### src/logic/div_pkg.sv
// Shared definitions for the iterative divider
//   DIV_W, DIV_STEPS  operand width and loop length
//   data_t, acc_t     operand word and partial remainder
//   count_t           loop step counter
//   div_op_t          operation encoding
//   div_state_t       control FSM states
package div_pkg;

   parameter int DIV_W     = 32;
   parameter int DIV_STEPS = 32;      // One quotient bit per step

   typedef logic [DIV_W-1:0] data_t;
   typedef logic [DIV_W:0]   acc_t;   // Top bit is the running sign
   typedef logic [5:0]       count_t;

   // Bit 1 selects remainder, bit 0 selects unsigned
   typedef enum logic [1:0] {
      op_div  = 2'b00,
      op_divu = 2'b01,
      op_rem  = 2'b10,
      op_remu = 2'b11
   } div_op_t;

   typedef enum logic [2:0] {
      st_idle  = 3'd0,
      st_check = 3'd1,   // Shortcut decision
      st_run   = 3'd2,
      st_fix   = 3'd3,   // Remainder correction
      st_done  = 3'd4
   } div_state_t;

endpackage

### src/logic/div_control.sv
// Divider sequencing
//   Control FSM idle / check / run / fix / done
//   Step counter for the shift-subtract loop
//   Busy, done, flush handling and datapath strobes
module div_control
   import div_pkg::*;
(
   input  logic clk,
   input  logic rst_n,
   input  logic req_valid,
   input  logic flush,
   input  logic small_hit,
   output logic busy,
   output logic done,
   output logic load,
   output logic run_step,
   output logic fix_step,
   output logic out_load,
   output logic use_small
);

   div_state_t state, state_nxt;
   count_t     count;
   logic       last_step;

   assign last_step = (count == count_t'(DIV_STEPS - 1));

   always_comb begin
      state_nxt = state;
      case (state)
         st_idle:  if (req_valid) state_nxt = st_check;
         st_check: state_nxt = small_hit ? st_done : st_run;
         st_run:   if (last_step) state_nxt = st_fix;
         st_fix:   state_nxt = st_done;
         st_done:  state_nxt = st_idle;
         default:  state_nxt = st_idle;
      endcase
      // Flush drops the operation, but not once done is showing
      if (flush && state != st_done) begin
         state_nxt = st_idle;
      end
   end

   always_ff @(posedge clk) begin
      if (!rst_n) begin
         state <= st_idle;
         count <= '0;
      end else begin
         state <= state_nxt;
         if (state == st_run) begin
            count <= count + count_t'(1);
         end else begin
            count <= '0;   // Ready for the next run
         end
      end
   end

   assign busy     = (state != st_idle);
   assign done     = (state == st_done);
   assign load     = (state == st_idle) && req_valid;
   assign run_step = (state == st_run);
   assign fix_step = (state == st_fix);

   // Shortcut taken straight out of the check cycle
   assign use_small = (state == st_check) && small_hit;

   // Result register loads in the cycle before done
   assign out_load = (use_small || state == st_fix) && !flush;

endmodule

### src/logic/div_datapath.sv
// Divider datapath
//   Raw operand and operation registers
//   Magnitude conversion and sign flags for signed ops
//   Non-restoring shift/subtract loop, one bit per step
//   Remainder correction
module div_datapath
   import div_pkg::*;
(
   input  logic    clk,
   input  logic    rst_n,
   input  logic    load,
   input  logic    run_step,
   input  logic    fix_step,
   input  div_op_t req_op,
   input  data_t   dividend,
   input  data_t   divisor,
   output data_t   opa,
   output data_t   opb,
   output logic    is_rem,
   output logic    neg_quot,
   output logic    neg_rem,
   output data_t   quot,
   output data_t   rem
);

   div_op_t op_q;
   data_t   mag_b;      // Divisor magnitude
   acc_t    acc;        // Partial remainder
   data_t   quot_q;

   logic    sign_eff;
   data_t   mag_a_in;
   data_t   mag_b_in;
   acc_t    acc_sh;
   acc_t    acc_nxt;
   acc_t    acc_fix;

   // Signed handling only when the divisor is nonzero
   // so a divide by zero returns the raw dividend
   assign sign_eff = ((req_op == op_div) || (req_op == op_rem)) && (divisor != '0);

   assign mag_a_in = (sign_eff && dividend[DIV_W-1]) ? -dividend : dividend;
   assign mag_b_in = (sign_eff && divisor[DIV_W-1])  ? -divisor  : divisor;

   // Shift in the next dividend bit, then add or subtract by sign
   assign acc_sh  = {acc[DIV_W-1:0], quot_q[DIV_W-1]};
   assign acc_nxt = acc[DIV_W] ? acc_sh + {1'b0, mag_b}
                               : acc_sh - {1'b0, mag_b};

   // Negative final remainder gets the divisor added back
   assign acc_fix = acc[DIV_W] ? acc + {1'b0, mag_b} : acc;

   always_ff @(posedge clk) begin
      if (!rst_n) begin
         op_q     <= op_div;
         neg_quot <= 1'b0;
         neg_rem  <= 1'b0;
      end else if (load) begin
         op_q     <= req_op;
         neg_quot <= sign_eff && (dividend[DIV_W-1] ^ divisor[DIV_W-1]);
         neg_rem  <= sign_eff && dividend[DIV_W-1];   // Remainder follows dividend
      end
   end

   always_ff @(posedge clk) begin
      if (load) begin
         opa    <= dividend;
         opb    <= divisor;
         mag_b  <= mag_b_in;
         quot_q <= mag_a_in;   // Dividend bits shift out of the top
         acc    <= '0;
      end else if (run_step) begin
         acc    <= acc_nxt;
         quot_q <= {quot_q[DIV_W-2:0], ~acc_nxt[DIV_W]};
      end else if (fix_step) begin
         acc    <= acc_fix;
      end
   end

   assign is_rem = (op_q == op_rem) || (op_q == op_remu);
   assign quot   = quot_q;
   assign rem    = acc_fix[DIV_W-1:0];   // Already corrected in the fix cycle

endmodule

### src/logic/div_result.sv
// Result stage
//   Sign fix of quotient and remainder
//   Selection of shortcut, remainder or quotient
//   Output register loaded the cycle before done
module div_result
   import div_pkg::*;
(
   input  logic  clk,
   input  logic  rst_n,
   input  logic  out_load,
   input  logic  use_small,
   input  logic  is_rem,
   input  logic  neg_quot,
   input  logic  neg_rem,
   input  data_t quot,
   input  data_t rem,
   input  data_t small_quot,
   output data_t result
);

   data_t quot_fix;
   data_t rem_fix;
   data_t result_nxt;

   // Overflow case lands here as 0x80000000 with no negation
   assign quot_fix = neg_quot ? -quot : quot;
   assign rem_fix  = neg_rem  ? -rem  : rem;

   always_comb begin
      if (use_small) begin
         result_nxt = small_quot;
      end else if (is_rem) begin
         result_nxt = rem_fix;
      end else begin
         result_nxt = quot_fix;
      end
   end

   always_ff @(posedge clk) begin
      if (!rst_n) begin
         result <= '0;
      end else if (out_load) begin
         result <= result_nxt;   // Held until the next load
      end
   end

endmodule

### src/logic/div_small.sv
// Small-number shortcut
//   Hit detection on the registered operands
//   Unsigned quotient at SMALL_W bits
module div_small
   import div_pkg::*;
#(
   parameter int SMALL_W = 4
) (
   input  data_t opa,
   input  data_t opb,
   input  logic  is_rem,
   output logic  small_hit,
   output data_t small_quot
);

   logic [SMALL_W-1:0] a_s;
   logic [SMALL_W-1:0] b_s;
   logic [SMALL_W-1:0] b_div;
   logic [SMALL_W-1:0] q_s;
   logic               a_fits;
   logic               b_fits;

   assign a_fits = ((opa >> SMALL_W) == '0);
   assign b_fits = ((opb >> SMALL_W) == '0);

   // Negative signed operands never fit, so unsigned math is enough
   assign small_hit = !is_rem && a_fits && b_fits && (opb != '0);

   assign a_s = opa[SMALL_W-1:0];
   assign b_s = opb[SMALL_W-1:0];

   // Zero divisor is a miss anyway
   assign b_div = (b_s == '0) ? SMALL_W'(1) : b_s;
   assign q_s   = a_s / b_div;

   assign small_quot = {{(DIV_W-SMALL_W){1'b0}}, q_s};

endmodule

### src/logic/div_top.sv
// Iterative 32-bit divider top level
//   Control FSM, datapath, small-number shortcut, result stage
//   Request accepted on req_valid while not busy
//   done pulses one cycle with result registered
module div_top
   import div_pkg::*;
#(
   parameter int SMALL_W = 4
) (
   input  logic    clk,
   input  logic    rst_n,
   input  logic    req_valid,
   input  div_op_t req_op,
   input  data_t   dividend,
   input  data_t   divisor,
   input  logic    flush,
   output logic    busy,
   output logic    done,
   output data_t   result
);

   logic  load;
   logic  run_step;
   logic  fix_step;
   logic  out_load;
   logic  use_small;
   logic  small_hit;
   logic  is_rem;
   logic  neg_quot;
   logic  neg_rem;
   data_t opa;
   data_t opb;
   data_t quot;
   data_t rem;
   data_t small_quot;

   div_control u_control (
      .clk       (clk),
      .rst_n     (rst_n),
      .req_valid (req_valid),
      .flush     (flush),
      .small_hit (small_hit),
      .busy      (busy),
      .done      (done),
      .load      (load),
      .run_step  (run_step),
      .fix_step  (fix_step),
      .out_load  (out_load),
      .use_small (use_small)
   );

   div_datapath u_datapath (
      .clk      (clk),
      .rst_n    (rst_n),
      .load     (load),
      .run_step (run_step),
      .fix_step (fix_step),
      .req_op   (req_op),
      .dividend (dividend),
      .divisor  (divisor),
      .opa      (opa),
      .opb      (opb),
      .is_rem   (is_rem),
      .neg_quot (neg_quot),
      .neg_rem  (neg_rem),
      .quot     (quot),
      .rem      (rem)
   );

   div_small #(
      .SMALL_W (SMALL_W)
   ) u_small (
      .opa        (opa),
      .opb        (opb),
      .is_rem     (is_rem),
      .small_hit  (small_hit),
      .small_quot (small_quot)
   );

   div_result u_result (
      .clk        (clk),
      .rst_n      (rst_n),
      .out_load   (out_load),
      .use_small  (use_small),
      .is_rem     (is_rem),
      .neg_quot   (neg_quot),
      .neg_rem    (neg_rem),
      .quot       (quot),
      .rem        (rem),
      .small_quot (small_quot),
      .result     (result)
   );

endmodule

### config.mk
export PLATFORM = sky130hd
export DESIGN_NAME = div_top
export DESIGN_NICKNAME = d
export VERILOG_FILES = /design/src/logic/div_pkg.sv /design/src/logic/div_control.sv /design/src/logic/div_datapath.sv /design/src/logic/div_result.sv /design/src/logic/div_small.sv /design/src/logic/div_top.sv
export SDC_FILE = /design/constraint.sdc
export NUM_CORES = 1
export LEC_CHECK = 0
export BUFFER_PORTS_ARGS = -buffer_cell sky130_fd_sc_hd__buf_4
export CORE_MARGIN = 3
export CORE_UTILIZATION = 45
export DETAILED_ROUTE_END_ITERATION = 7
export HOLD_SLACK_MARGIN = 0.02
export PLACE_DENSITY = 0.68
export SLEW_MARGIN = 20
export SYNTH_ARGS = -nofsm -noshare
export SYNTH_HDL_FRONTEND = slang
export SYNTH_HIERARCHICAL = 1
export SYNTH_SLANG_ARGS = --single-unit
### constraint.sdc
create_clock -name clk -period 13.7 [get_ports clk]
set_input_delay 1.37 -clock clk [delete_from_list [all_inputs] [get_ports clk]]
set_output_delay 1.37 -clock clk [all_outputs]
set_load 0.01 [all_outputs]
==> flow_summary.json <==
{
  "ios": 104,
  "crit_family": "compound AO/OA/AOI/OAI gates",
  "portBuffers": 103,
  "yosysSeqAreaShare_pct": 34.1,
  "syn-cell-area_um2": 15700,
  "grt_pass1_vias": 12800,
  "wl_um": 46100,
  "cts_max_path_buffers": 3,
  "synth_edf_count": 127,
  "vias_per_cell": 6.02,
  "clkTransAtPathRegs_ns": 0.06,
  "clock_skew_ns": 0.0208,
  "post_drt_wl_per_cell_um": 20.3,
  "track_usage_pct": 24.3,
  "antenna_found_initial": 1,
  "syn2layout_area_growth_pct": 12.0,
  "drv_slew": 0,
  "worst_pin_slew_ns": 1.01,
  "worst_slack_ns": 8.55,
  "peakVddDrop_mv": 0.109,
  "place_congestion": 0.945,
  "max_cap_violations": 0,
  "p_switching_w": 0.000558,
  "crit_buf_inv": 2,
  "pwr-share-clk_pct": 38.3,
  "synth_cells": 1733,
  "cts.root.buffer_cell": "clkbuf_16",
  "finalHoldViolCount": 0,
  "crit_path_cell_trace": "nor3_1, or2_2, inv_1, ha_1, nor4b_1, a2bb2oi_1, ha_1, o21a_1, o211ai_1, mux2i_1, inv_1, ha_1, o21a_1, o21ai_0, a21oi_1, mux2i_1, ha_1, a21o_1, a21o_1, a21o_1, nand2_1, o21ai_0, mux2i_1, nor2_1",
  "internal_power_w": 0.00128,
  "antenna_cells": 0,
  "cts-htree-levels": 1,
  "ant_nets": 0,
  "firstDrtPassIters": 8,
  "drc": 0,
  "grt_max_degree": 185,
  "finalSetupViolCount": 0,
  "nFillCells": 3154,
  "grt_pass1_wl_um": 71400,
  "fin_crit_ns": 5.15,
  "die_x_um": 193,
  "numCtsBuffers": 25,
  "fin_crit_sh_pct": 37.6,
  "cts_hold_buf": 0,
  "rsz0062_at_grt": "false",
  "initial_core_util_pct": 46.2,
  "grt.overflow.total": 0,
  "p_per_area_nw_per_um2": 104,
  "p_leak_nw": 6.80,
  "synth_seq_cells": 204,
  "swShare_pct": 30.4,
  "insertion_delay_ns": 0.54,
  "syn_avg_cell_area_um2": 9.06,
  "pre_cts_ws_ns": 8.62,
  "post-cts-setup-buffer-count": 0,
  "vias": 13700,
  "cts_tree": "done",
  "p_comb_share_pct": 21.2,
  "core_area_um2": 34000,
  "cpMostUsedCell": "ha_1",
  "finalPower_w": 0.00184,
  "synth_area_leaders": "edfxtp_1, dfxtp_1, ha_1",
  "setup_tns_ns": 0,
  "fmaxAchievable_ghz": 0.194,
  "crit_slowest_cell": "edfxtp_1",
  "yosysWarnings": 6,
  "rows": 67,
  "dp.final_hpwl_um": 35500,
  "place_inst": 2224,
  "synth.distinct_cells": 98,
  "yosys.area.top_type_share_pct": 24.3,
  "post_cts_resized": 0,
  "yosysTopAreaCell": "edfxtp_1",
  "drive_gt1_share_pct": 13.6,
  "path_class": "reg2reg",
  "outcome": "complete, no violations",
  "p_seq_share_pct": 40.5,
  "path_max_fanout": 5,
  "dieArea_um2": 37200,
  "hp-class": "reg2reg",
  "slew_headroom_pct": 32.5,
  "worstSetupEndpointType": "flip-flop",
  "startpoint_type": "flip-flop",
  "arrival_ns": 5.56,
  "worstPathRequired_ns": 14.11,
  "fin_nets": 1957,
  "clkSinkCount": 204,
  "final_core_util_pct": 51.8,
  "async_flop_share_pct": 0,
  "drt_iter0_markers": 1268,
  "critPathMaxStageDelay_ns": 0.46,
  "ys.flop_type": "edfxtp_1",
  "die_h_um": 193,
  "final_cell_count_no_fill": 2269,
  "rrSetupSlack_ns": 8.55
}
state kept, by name, indices dropped and copies added (netlist names):
register / cells
u_datapath/acc: 33
u_datapath/opa: 32
u_datapath/opb: 32
u_datapath/quot: 32
u_result/result: 32
u_datapath/mag_b: 31
u_control/count: 6
u_control/state: 3
u_datapath/neg_quot: 1
u_datapath/neg_rem: 1
u_datapath/op_q: 1
synth_stat cells (14+ instances only):
cell / n
a211oi_1: 16
a21o_1: 40
a21oi_1: 155
a31oi_1: 23
buf_4: 30
clkbuf_1: 50
dfxtp_1: 77
edfxtp_1: 127
ha_1: 82
inv_1: 59
mux2_2: 33
mux2i_1: 29
nand2_1: 123
nand2b_1: 21
nand3_1: 34
nand4_1: 14
nor2_1: 156
nor3_1: 39
nor4_1: 29
o21ai_0: 78
o21bai_1: 18
o31ai_1: 25
or2_2: 14
xnor2_1: 90
xor2_1: 108
cells by family (layout without fill, tap and decap cells):
kind of cell,after synthesis,after routing,share of synthesized area (%)
AOI/OAI and AO/OA,499,499,21.4
xor gates and xnor gates,198,198,11.0
adders and majority gates,84,84,6.79
buffers and inverters,155,216,4.74
DFF,204,204,34.1
muxes,62,62,4.22
other,1,28,0.0239
and+or+nand+nor,530,530,17.7
cell usage in the layout (no fill, tap or decap), types with 10 or more instances in the layout:
cell and n:
nor4_1 29, conb_1 28, o21ai_0 78, nand3_1 34
or4_1 11, inv_1 59, nor2_1 154, a21oi_1 155
mux2_2 33, or3_1 10, ha_1 82, nand2b_1 21
o31ai_1 25, a21o_1 40, edfxtp_1 127, clkbuf_16 25
o41ai_1 13, nor3_1 39, a31oi_1 23, o21bai_1 18
xor2_1 108, o211ai_1 13, a211oi_1 16, o21a_1 11
xnor2_1 90, nand4_1 14, buf_4 110, nand2_1 123
mux2i_1 29, dfxtp_1 76, or2_2 14
worst register-to-register path: cells and delay by family (launching register included):
family,cells,cell delay (ns)
adders and majority gates,4,1.07
buffers and inverters,2,0.14
AOI/OAI and AO/OA,10,1.83
DFF,1,0.46
muxes,3,0.67
and+or+nand+nor,5,0.87
metrics by stage:
step / hold WS [ns] / area [um2]
floorplan: 0.430 / 15800
global placement: 0.435 / 16700
detailed placement: 0.439 / 16700
CTS: 0.449 / 17600
global route: 0.484 / 17600
finish: 0.445 / 17600
layout make-up:
| cell class | count | area, um2 | share of cell area [%] |
|---|---|---|---|
| Multi-Input combinational cell | 1401 | 9730 | 55.3 |
| Sequential cell | 204 | 5360 | 30.5 |
| Timing Repair Buffer | 111 | 846 | 4.81 |
| Clock buffer | 27 | 633 | 3.60 |
| Tap cell | 448 | 561 | 3.19 |
| Clock inverter | 18 | 233 | 1.32 |
| Inverter | 60 | 225 | 1.28 |
final timing paths:
kind / from / endpoint / depth (start not counted)
setup / recovery: u_datapath/opb[3] / u_result/result[0] / 24
hold / removal: u_result/result[29] / u_result/result[29] / 2
setup reg to reg: u_datapath/opb[3] / u_result/result[0] / 24
hold reg to reg: u_result/result[29] / u_result/result[29] / 2
per-layer routing:
| metal | global-route usage [%] | part of all wire (%) |
|---|---|---|
| met2 | 37.1 | 43 |
| met4 | 7.90 | 3.3 |
| met1 | 35.2 | 46 |
| met3 | 3.58 | 7.6 |
| met5 | 0 | 0 |
power groups by stage:
stage	Combinational [W]	Clock [W]	Sequential, W
3_3_place_gp	0.000378	0	0.000754
4_1_cts	0.000385	0.000716	0.000742
3_5_place_dp	0.000382	0	0.000754
6_report	0.000390	0.000703	0.000743
2_1_floorplan	0.000284	0	0.000736
5_1_grt	0.000428	0.000744	0.000747
Note: power is estimated with default switching activity, not from simulation.
